--- config.mk ---
export PLATFORM = sky130hd
export DESIGN_NAME = fcmpApb
export DESIGN_NICKNAME = d
export VERILOG_FILES = /design/src/rtl/fcmp_pkg.sv /design/src/rtl/fcmpApb.sv /design/src/rtl/firstBitFind.sv /design/src/rtl/fpCmpLane.sv /design/src/rtl/fpCompare.sv /design/src/rtl/fpUnpack.sv
export VERILOG_INCLUDE_DIRS = /design/src /design/src/include
export SDC_FILE = /design/constraint.sdc
export NUM_CORES = 1
export LEC_CHECK = 0
export BUFFER_PORTS_ARGS = -buffer_cell sky130_fd_sc_hd__buf_2
export CAP_MARGIN = 25
export CORE_MARGIN = 3
export CORE_UTILIZATION = 50
export CTS_CLUSTER_SIZE = 12
export DETAILED_ROUTE_END_ITERATION = 10
export GPL_ROUTABILITY_DRIVEN = 0
export GPL_TIMING_DRIVEN = 1
export PLACE_DENSITY = 0.68
export SLEW_MARGIN = 15
export SYNTH_ARGS = -nofsm -noshare
export SYNTH_HDL_FRONTEND = slang
export SYNTH_SLANG_ARGS = --single-unit
--- constraint.sdc ---
create_clock -name clk -period 8.2 [get_ports clk]
set_input_delay 1.64 -clock clk [delete_from_list [all_inputs] [get_ports clk]]
set_output_delay 1.64 -clock clk [all_outputs]
set_load 0.02 [all_outputs]
--- src/include/fcmp_defs.svh ---
// Register map, control bits and flag layout of the compare unit; all addresses are byte offsets.
`ifndef FCMP_DEFS_SVH
`define FCMP_DEFS_SVH

`define FCMP_ADDR_ALO    8'h00
`define FCMP_ADDR_AHI    8'h04
`define FCMP_ADDR_BLO    8'h08
`define FCMP_ADDR_BHI    8'h0C
`define FCMP_ADDR_CTRL   8'h10
`define FCMP_ADDR_STATUS 8'h14

`define FCMP_CTRL_W      6
`define FCMP_CTRL_DBL    0
`define FCMP_CTRL_PAIRED 1
`define FCMP_CTRL_SRCH   2
`define FCMP_CTRL_AFM    3
`define FCMP_CTRL_CMOD   5:4

`define FCMP_F_GE        5
`define FCMP_F_UNORD_HI  4
`define FCMP_F_S         2
`define FCMP_F_Z         1
`define FCMP_F_UNORD_LO  0

`define FCMP_COND_GE     2'd0
`define FCMP_COND_LT     2'd1
`define FCMP_COND_EQ     2'd2
`define FCMP_COND_NE     2'd3

`define FCMP_STAT_FLAGS  5:0
`define FCMP_STAT_COND   9:8
`define FCMP_STAT_DONE   16

`endif

--- src/rtl/fcmp_pkg.sv ---
// Operand words are 64 bits wide; byte lane 0 is the least significant byte.
`default_nettype none

package fcmp_pkg;

  // IEEE double layout of a full operand word.
  typedef struct packed {
    logic        sign;
    logic [10:0] exp;
    logic [51:0] frac;
  } dblField_t;

  // One operand word, read either as a double or as eight byte lanes.
  // The lane view also carries the two packed singles (lanes 7:4 and 3:0).
  typedef union packed {
    dblField_t       dbl;
    logic [7:0][7:0] lanes;
  } fpWord_u;

endpackage

`default_nettype wire

--- src/rtl/fcmpApb.sv ---
// APB slave with no wait states; write operands before CTRL, since a CTRL write starts the compare.
`default_nettype none

`include "fcmp_defs.svh"

module fcmpApb (
  input  logic        clk,
  input  logic        rst,
  input  logic        psel,
  input  logic        penable,
  input  logic        pwrite,
  input  logic [7:0]  paddr,
  input  logic [31:0] pwdata,
  output logic [31:0] prdata,
  output logic        pready,
  output logic        pslverr
);

  import fcmp_pkg::*;

  fpWord_u                  opA;
  fpWord_u                  opB;
  logic [`FCMP_CTRL_W-1:0]  ctrl;
  logic [`FCMP_CTRL_W-1:0]  ctrlNow;
  logic                     access;
  logic                     wrEn;
  logic                     mapped;
  logic                     start;
  logic [5:0]               flags;
  logic [1:0]               cond;
  logic                     done;
  logic [31:0]              status;

  assign access = psel & penable;
  assign wrEn   = access & pwrite;
  assign start  = wrEn & (paddr == `FCMP_ADDR_CTRL);
  assign pready = 1'b1;

  always_comb begin
    case (paddr)
      `FCMP_ADDR_ALO, `FCMP_ADDR_AHI,
      `FCMP_ADDR_BLO, `FCMP_ADDR_BHI,
      `FCMP_ADDR_CTRL, `FCMP_ADDR_STATUS: mapped = 1'b1;
      default:                            mapped = 1'b0;
    endcase
  end

  // STATUS is read only.
  assign pslverr = access & (~mapped | (pwrite & (paddr == `FCMP_ADDR_STATUS)));

  always_ff @(posedge clk) begin
    if (rst) begin
      opA  <= '0;
      opB  <= '0;
      ctrl <= '0;
    end else if (wrEn) begin
      case (paddr)
        `FCMP_ADDR_ALO:  opA.lanes[3:0] <= pwdata;
        `FCMP_ADDR_AHI:  opA.lanes[7:4] <= pwdata;
        `FCMP_ADDR_BLO:  opB.lanes[3:0] <= pwdata;
        `FCMP_ADDR_BHI:  opB.lanes[7:4] <= pwdata;
        `FCMP_ADDR_CTRL: ctrl <= pwdata[`FCMP_CTRL_W-1:0];
        default: ;
      endcase
    end
  end

  // The compare runs in the write cycle itself, before ctrl has loaded.
  assign ctrlNow = start ? pwdata[`FCMP_CTRL_W-1:0] : ctrl;

  fpCompare cmpUnit (
    .clk      (clk),
    .rst      (rst),
    .start    (start),
    .operandA (opA),
    .operandB (opB),
    .isDbl    (ctrlNow[`FCMP_CTRL_DBL]),
    .paired   (ctrlNow[`FCMP_CTRL_PAIRED]),
    .search   (ctrlNow[`FCMP_CTRL_SRCH]),
    .afm      (ctrlNow[`FCMP_CTRL_AFM]),
    .cmod     (ctrlNow[`FCMP_CTRL_CMOD]),
    .flags    (flags),
    .cond     (cond),
    .done     (done)
  );

  always_comb begin
    status                   = 32'b0;
    status[`FCMP_STAT_FLAGS] = flags;
    status[`FCMP_STAT_COND]  = cond;
    status[`FCMP_STAT_DONE]  = done;
  end

  always_comb begin
    prdata = 32'b0;
    if (psel & ~pwrite) begin
      case (paddr)
        `FCMP_ADDR_ALO:    prdata = opA.lanes[3:0];
        `FCMP_ADDR_AHI:    prdata = opA.lanes[7:4];
        `FCMP_ADDR_BLO:    prdata = opB.lanes[3:0];
        `FCMP_ADDR_BHI:    prdata = opB.lanes[7:4];
        `FCMP_ADDR_CTRL:   prdata = {{(32 - `FCMP_CTRL_W){1'b0}}, ctrl};
        `FCMP_ADDR_STATUS: prdata = status;
        default:           prdata = 32'b0; // Unmapped reads return zero.
      endcase
    end
  end

endmodule

`default_nettype wire

--- src/rtl/firstBitFind.sv ---
// Fixed 16-bit width; index is zero when no bit is set.
`default_nettype none

module firstBitFind (
  input  logic [15:0] bits,
  output logic [3:0]  index,
  output logic        found
);

  always_comb begin
    index = 4'd0;
    // Scanning downwards lets the lowest set bit win.
    for (int i = 15; i >= 0; i--) begin
      if (bits[i]) begin
        index = 4'(i);
      end
    end
  end

  assign found = |bits;

endmodule

`default_nettype wire

--- src/rtl/fpCmpLane.sv ---
// Results are only meaningful for the format chosen by half and isDbl; lt and eq are low when unordered.
`default_nettype none

module fpCmpLane (
  input  fcmp_pkg::fpWord_u a,
  input  fcmp_pkg::fpWord_u b,
  input  logic              half,
  input  logic              isDbl,
  output logic              lt,
  output logic              eq,
  output logic              unord
);

  logic        signA;
  logic        signB;
  logic [10:0] expA;
  logic [10:0] expB;
  logic [51:0] fracA;
  logic [51:0] fracB;
  logic        zeroA;
  logic        zeroB;
  logic        nanA;
  logic        nanB;
  logic [62:0] magA;
  logic [62:0] magB;
  logic        magLt;
  logic        magEq;
  logic        bothZero;
  logic        sameSign;

  fpUnpack unpackA (
    .word   (a),
    .half   (half),
    .isDbl  (isDbl),
    .sign   (signA),
    .exp    (expA),
    .frac   (fracA),
    .isZero (zeroA),
    .isInf  (),
    .isNan  (nanA)
  );

  fpUnpack unpackB (
    .word   (b),
    .half   (half),
    .isDbl  (isDbl),
    .sign   (signB),
    .exp    (expB),
    .frac   (fracB),
    .isZero (zeroB),
    .isInf  (),
    .isNan  (nanB)
  );

  // Exponent above fraction gives one unsigned magnitude.
  assign magA     = {expA, fracA};
  assign magB     = {expB, fracB};
  assign magLt    = magA < magB;
  assign magEq    = magA == magB;
  assign bothZero = zeroA & zeroB; // +0 and -0 compare equal.
  assign sameSign = signA == signB;

  assign unord = nanA | nanB;

  // Two negatives reverse the magnitude order.
  assign lt = ~unord & ~bothZero &
              ((signA & ~signB) |
               (~signA & ~signB & magLt) |
               (signA & signB & ~magLt & ~magEq));

  assign eq = ~unord & (bothZero | (sameSign & magEq));

endmodule

`default_nettype wire

--- src/rtl/fpCompare.sv ---
// Result registers load only on start; paired mode always compares singles and ignores isDbl.
`default_nettype none

`include "fcmp_defs.svh"

module fpCompare (
  input  logic              clk,
  input  logic              rst,
  input  logic              start,
  input  fcmp_pkg::fpWord_u operandA,
  input  fcmp_pkg::fpWord_u operandB,
  input  logic              isDbl,
  input  logic              paired,
  input  logic              search,
  input  logic              afm,
  input  logic [1:0]        cmod,
  output logic [5:0]        flags,
  output logic [1:0]        cond,
  output logic              done
);

  logic        loLt;
  logic        loEq;
  logic        loUnord;
  logic        hiLt;
  logic        hiEq;
  logic        hiUnord;
  logic        loGe;
  logic        loZ;
  logic        hiGe;
  logic        hiZ;
  logic        condLo;
  logic        condHi;
  logic [15:0] signBits;
  logic [3:0]  srchIndex;
  logic        srchFound;
  logic [5:0]  cmpFlags;
  logic [5:0]  nextFlags;
  logic [1:0]  nextCond;

  function automatic logic condSel(input logic ge, input logic z, input logic [1:0] code);
    logic res;
    case (code)
      `FCMP_COND_GE: res = ge;
      `FCMP_COND_LT: res = ~ge;
      `FCMP_COND_EQ: res = z;
      default:       res = ~z;
    endcase
    return res;
  endfunction

  fpCmpLane laneLo (
    .a     (operandA),
    .b     (operandB),
    .half  (1'b0),
    .isDbl (isDbl & ~paired),
    .lt    (loLt),
    .eq    (loEq),
    .unord (loUnord)
  );

  fpCmpLane laneHi (
    .a     (operandA),
    .b     (operandB),
    .half  (1'b1),
    .isDbl (1'b0),
    .lt    (hiLt),
    .eq    (hiEq),
    .unord (hiUnord)
  );

  always_comb begin
    for (int i = 0; i < 8; i++) begin
      signBits[i]     = operandA.lanes[i][7];
      signBits[i + 8] = operandB.lanes[i][7];
    end
  end

  firstBitFind finder (
    .bits  (signBits),
    .index (srchIndex),
    .found (srchFound)
  );

  assign loGe = ~loUnord & ~loLt;
  assign hiGe = ~hiUnord & ~hiLt;
  assign loZ  = loEq & ~afm;
  assign hiZ  = hiEq & ~afm;

  always_comb begin
    cmpFlags                   = 6'b0; // Bit 3 stays clear in compare mode.
    cmpFlags[`FCMP_F_GE]       = loGe;
    cmpFlags[`FCMP_F_UNORD_HI] = loUnord;
    cmpFlags[`FCMP_F_S]        = loLt & ~afm;
    cmpFlags[`FCMP_F_Z]        = loZ;
    cmpFlags[`FCMP_F_UNORD_LO] = loUnord;
  end

  assign nextFlags = search ? {srchFound, srchIndex, srchIndex[1] ^ srchIndex[0]} : cmpFlags;

  assign condLo   = condSel(loGe, loZ, cmod);
  assign condHi   = condSel(hiGe, hiZ, cmod);
  assign nextCond = paired ? {condHi, condLo} : {2{condLo}};

  always_ff @(posedge clk) begin
    if (rst) begin
      flags <= 6'b0;
      cond  <= 2'b0;
      done  <= 1'b0;
    end else if (start) begin
      flags <= nextFlags;
      cond  <= nextCond;
      done  <= 1'b1; // Held until the next start reloads the result.
    end
  end

endmodule

`default_nettype wire

--- src/rtl/fpUnpack.sv ---
// Single exponents are remapped, not rebiased, so only relative order is meaningful across formats.
`default_nettype none

module fpUnpack (
  input  fcmp_pkg::fpWord_u word,
  input  logic              half,
  input  logic              isDbl,
  output logic              sign,
  output logic [10:0]       exp,
  output logic [51:0]       frac,
  output logic              isZero,
  output logic              isInf,
  output logic              isNan
);

  logic [31:0] sgl;
  logic        expMax;
  logic        expMin;
  logic        fracNz;

  assign sgl = half ? word.lanes[7:4] : word.lanes[3:0];

  always_comb begin
    if (isDbl) begin
      sign   = word.dbl.sign;
      exp    = word.dbl.exp;
      frac   = word.dbl.frac;
      expMax = &word.dbl.exp;
      expMin = ~|word.dbl.exp;
      fracNz = |word.dbl.frac;
    end else begin
      sign   = sgl[31];
      // Stretching the top bit keeps the exponent order of the single intact.
      exp    = {sgl[30], {3{~sgl[30]}}, sgl[29:23]};
      frac   = {sgl[22:0], 29'b0}; // Left aligned against the double fraction.
      expMax = &sgl[30:23];
      expMin = ~|sgl[30:23];
      fracNz = |sgl[22:0];
    end
  end

  // Denormals keep their fraction and fall below every normal by magnitude.
  assign isZero = expMin & ~fracNz;
  assign isInf  = expMax & ~fracNz;
  assign isNan  = expMax & fracNz;

endmodule

`default_nettype wire

==> run summary <==
The number of distinct library cell variants in the gate-level netlist after synthesis came out at 59. The min-delay analysis places its worst path in the category flop to flop. The power per unit of standard cell area is 137 mW/mm2. STA classifies the critical path endpoint as a flop. Power comes to 1.57 mW. The flow ran to the end, and the final reports show no timing, DRC or antenna violations. The number of gates resized after cts is 0. The number of warning messages in the yosys log came out at 0. The reported max-cap violation count came out at 0.

The actual slew at the worst max-slew pin came out at 0.959 ns. Summed over all nets, the half-perimeter wirelength after detailed placement is 25700 um. The synthesized net count is 1637. The first detailed-routing pass took 6 iterations. The layout filler cell count is 1971. The clock tree synthesis step divided the H-tree into 4 levels. Measured in cells, the most critical reg-to-reg path has a length of 14. The register area came out at 0.00286 mm2. In this run the register-to-register setup slack is 3.44 ns. The hold path startpoint is cmpUnit.flags[5]$_SDFFE_PP0N_. The clock buffer count from CTS is 17. After the last flow step, the layout net total stands at 1650. The endpoint identified for the worst register-to-register timing path is cmpUnit.cond[0]$_SDFFE_PP0N_. The share of the yosys chip area belonging to registers is 27.7%. The floorplan has 51 rows.

Buffers added to address setup during post-CTS repair amount to 0. The synthesized design spends more area on one cell type than any other, namely sky130_fd_sc_hd__dfxtp_1. The largest net degree at the start of global routing is 99. The worst setup path is launched from an input port.

The length of routed met3 wiring came out at 4430 um. The worst register-to-register path begins at ctrl[0]$_SDFFE_PP0N_. The height of the die is 150 um. The startpoint-to-endpoint class of the critical path is input port to flop. The detail route stage leaves a number of antenna-violating nets equal to 0. The initial antenna violation count is 0. The top cell type by area accounts for 27.7% of the synthesized area.

The per-cell routed wire length came out at 21.0 um. The diode insertion count for antenna repair came out at 0. The number of hold violations in the final report was 0.

The core utilization of the finished layout is 57.4%. The root buffer cell chosen for the clock tree is sky130_fd_sc_hd__clkbuf_16. In this run the worst path has a maximum fanout of 36. After detailed routing, the wire length on met1 is 15700 um. The initial detailed-routing violation count came out at 1407. The number of register bits inferred by synthesis came out at 143. The number of standard cells after synthesis came out at 1492. The remaining global-route overflow is 0. Of all flip-flops after synthesis, the portion carrying an async set or reset was 0%. The worst pin sits at a relative slew slack of 36.1%. The portion of the clock cycle consumed by the worst path in the final layout came out at 80.3%.

In this run, synthesis inferred 0 flip-flops with an integrated enable. Setup repair after global routing left no endpoint under its margin. The post-synthesis to final-layout area growth came out at 10.5%. The floorplan step defined a die boundary enclosing 0.0224 mm2.

Across the routed clock network, the largest skew measured is 0.0137 ns. The global-route usage over all layers came out at 33.1%. For this block, the routed nets add up to 37400 um of wire.

The floorplan step set the die width to 150 um. The data required time at the worst endpoint came out at 8.49 ns. The TritonCTS sink count came out at 143. After clock tree synthesis, the clock-pin slew on the worst setup and hold paths is 0.06 ns. The TritonCTS clock tree is done. The via count of the first global-routing pass came out at 10.1k. The netlist area before placement came out at 0.0103 mm2. The leakage power figure came out at 4.48 nW. At the worst endpoint, the arrival time is 6.87 ns.

The area of combinational cells with multiple inputs is 0.00694 mm2. The most used flip-flop cell after synthesis is sky130_fd_sc_hd__dfxtp_1. After synthesis, the cell types taking the most area are sky130_fd_sc_hd__dfxtp_1 (28%), sky130_fd_sc_hd__nand2_1 (16%), sky130_fd_sc_hd__ha_1 (12%).

The total via count after detailed routing is 11.1k. The maximum clock insertion buffer count is 2. The I/O pin count came out at 79.

The final setup TNS came out at 0 ns. The DRC violation count after routing is 0. The number of setup violations in the final report came out at 0. Timing would allow up to 0.152 GHz. The path with the worst hold slack has its endpoint at cmpUnit.flags[5]$_SDFFE_PP0N_. The core box area came out at 0.0199 mm2.

The share of cells above drive strength 1 is 9.62%. The number of max-slew violations in the final report came out at 0. The number of port buffers is 77.

The depth of the worst hold-timing path came out at 2. The worst-case IR drop observed on VDD is 0.136 mV. Dividing the detail-routed via count by the number of cells gives 6.22.

Signal routing reaches up to met4. The starting density of the core is 51.9%. The average footprint of a synthesized cell is 6.93 um2. The final-layout worst hold slack is 0.471 ns. The final critical-path required period came out at 6.58 ns.

The cts-stage hold buffer count is 0. The first global-routing pass estimated 57700 um of wire. The latest clock arrival within the worst-skew pair came out at 0.44 ns. The length of routed met2 wiring is 16000 um.
[worst max-delay path, stage by stage]
cell and delay [ns]:
sky130_fd_sc_hd__buf_2 0.11, sky130_fd_sc_hd__and3_1 0.40, sky130_fd_sc_hd__nand4_2 0.52, sky130_fd_sc_hd__mux2i_4 0.71, sky130_fd_sc_hd__buf_4 0.43, sky130_fd_sc_hd__nand2_1 0.15
sky130_fd_sc_hd__a21boi_0 0.16, sky130_fd_sc_hd__ha_1 0.36, sky130_fd_sc_hd__nand4_1 0.20, sky130_fd_sc_hd__nor4_2 0.39, sky130_fd_sc_hd__nand3_1 0.21, sky130_fd_sc_hd__a21oi_1 0.34
sky130_fd_sc_hd__nor4_2 0.12, sky130_fd_sc_hd__and2_2 0.21, sky130_fd_sc_hd__o31a_1 0.32, sky130_fd_sc_hd__nor4_4 0.30, sky130_fd_sc_hd__xnor2_1 0.18, sky130_fd_sc_hd__a211oi_2 0.10
[logic make-up after synthesis]
| kind of cell | count (synthesis) | synth area share (%) |
|---|---|---|
| DFF | 143 | 27.7 |
| AOI/OAI and AO/OA | 331 | 18.8 |
| and+or+nand+nor | 729 | 31.4 |
| buffers and inverters | 142 | 5.37 |
| other | 1 | 0.0363 |
| muxes | 45 | 4.48 |
| xor gates and xnor gates | 1 | 0.0847 |
| adders and majority gates | 100 | 12.1 |
[layout make-up]
cell class	count	area share, %
clock inverter	12	1.38
multi-input combinational	1207	60.8
clock buffer	20	3.82
timing repair buffer	93	4.62
sequential	143	25.1
inverter	43	1.43
tap	265	2.90
[report_power, final]
group          total, mW  leakage [nW]  switching [mW]  internal (mW)
registers          0.695          1.15        0.000489          0.695
logic             0.0611          3.04          0.0434         0.0177
clock network      0.813         0.281           0.332          0.481
total               1.57          4.48           0.376           1.19
[stage by stage]
| stage | std cells | cell area (um2) | setup WS (ns) |
|---|---|---|---|
| global route | 1783 | 11400 | 1.32 |
| global placement | 1750 | 10800 | 1.55 |
| detailed placement | 1750 | 10800 | 1.38 |
| floorplan | 1492 | 10300 | 2.58 |
| finish | 1783 | 11400 | 1.62 |
| CTS | 1782 | 11400 | 1.79 |
[worst max-delay path by stage]
| stage | startpoint | end | slack (ns) | depth (start not counted) |
|---|---|---|---|---|
| after floorplan | paddr[2] | cmpUnit.cond[1]$_SDFFE_PP0N_ | 2.58 | 17 |
| after global placement | paddr[4] | cmpUnit.cond[0]$_SDFFE_PP0N_ | 1.55 | 18 |
| after detailed placement | pwrite | cmpUnit.cond[0]$_SDFFE_PP0N_ | 1.38 | 18 |
| after CTS | pwrite | cmpUnit.cond[0]$_SDFFE_PP0N_ | 1.79 | 18 |
| after global routing | pwrite | cmpUnit.cond[0]$_SDFFE_PP0N_ | 1.32 | 18 |
| final | pwrite | cmpUnit.cond[0]$_SDFFE_PP0N_ | 1.62 | 18 |
[flip-flops by register name, summed over array words and instances, names as in the netlist]
register / flops
opB: 64
cmpUnit.done: 1
cmpUnit.cond: 2
cmpUnit.flags: 6
opA: 64
ctrl: 6
[Yosys cell counts, types with 17 or more instances]
| cell type | n |
|---|---|
| sky130_fd_sc_hd__clkbuf_1 | 75 |
| sky130_fd_sc_hd__dfxtp_1 | 143 |
| sky130_fd_sc_hd__nand4_1 | 31 |
| sky130_fd_sc_hd__o21ai_0 | 26 |
| sky130_fd_sc_hd__mux2i_1 | 38 |
| sky130_fd_sc_hd__nand3_1 | 26 |
| sky130_fd_sc_hd__a221oi_1 | 30 |
| sky130_fd_sc_hd__nor2_1 | 113 |
| sky130_fd_sc_hd__a21oi_1 | 216 |
| sky130_fd_sc_hd__nand2_1 | 429 |
| sky130_fd_sc_hd__inv_1 | 42 |
| sky130_fd_sc_hd__nor3_1 | 17 |
| sky130_fd_sc_hd__ha_1 | 100 |
| sky130_fd_sc_hd__and2_1 | 33 |
| sky130_fd_sc_hd__nor4_1 | 31 |
[layer usage]
layer  up-vias  GRT usage [%]
met5         -              0
met1      5114           46.8
li1       5207              -
met4         0           12.4
met2       662           49.7
met3       102           6.94
[layout by cell type (no fill, tap or decap), types with 5 or more instances in the layout]
master and instances:
sky130_fd_sc_hd__inv_1 42, sky130_fd_sc_hd__nand3_1 26, sky130_fd_sc_hd__nor2_1 113, sky130_fd_sc_hd__a21o_1 9, sky130_fd_sc_hd__buf_4 15, sky130_fd_sc_hd__nand2_1 427
sky130_fd_sc_hd__nor2b_1 6, sky130_fd_sc_hd__a221oi_1 30, sky130_fd_sc_hd__buf_2 76, sky130_fd_sc_hd__mux2_2 6, sky130_fd_sc_hd__a21oi_1 216, sky130_fd_sc_hd__nand4_1 31
sky130_fd_sc_hd__a31oi_1 5, sky130_fd_sc_hd__clkbuf_16 17, sky130_fd_sc_hd__a22o_1 9, sky130_fd_sc_hd__ha_1 100, sky130_fd_sc_hd__nor4_1 31, sky130_fd_sc_hd__nor3_1 16
sky130_fd_sc_hd__and2_1 33, sky130_fd_sc_hd__a211oi_1 5, sky130_fd_sc_hd__o21ai_0 26, sky130_fd_sc_hd__nand2b_1 5, sky130_fd_sc_hd__dfxtp_1 143, sky130_fd_sc_hd__o31ai_1 5
sky130_fd_sc_hd__mux2i_1 37, sky130_fd_sc_hd__or3_1 5, sky130_fd_sc_hd__and3_1 9
(Power assumes the default switching activity.)
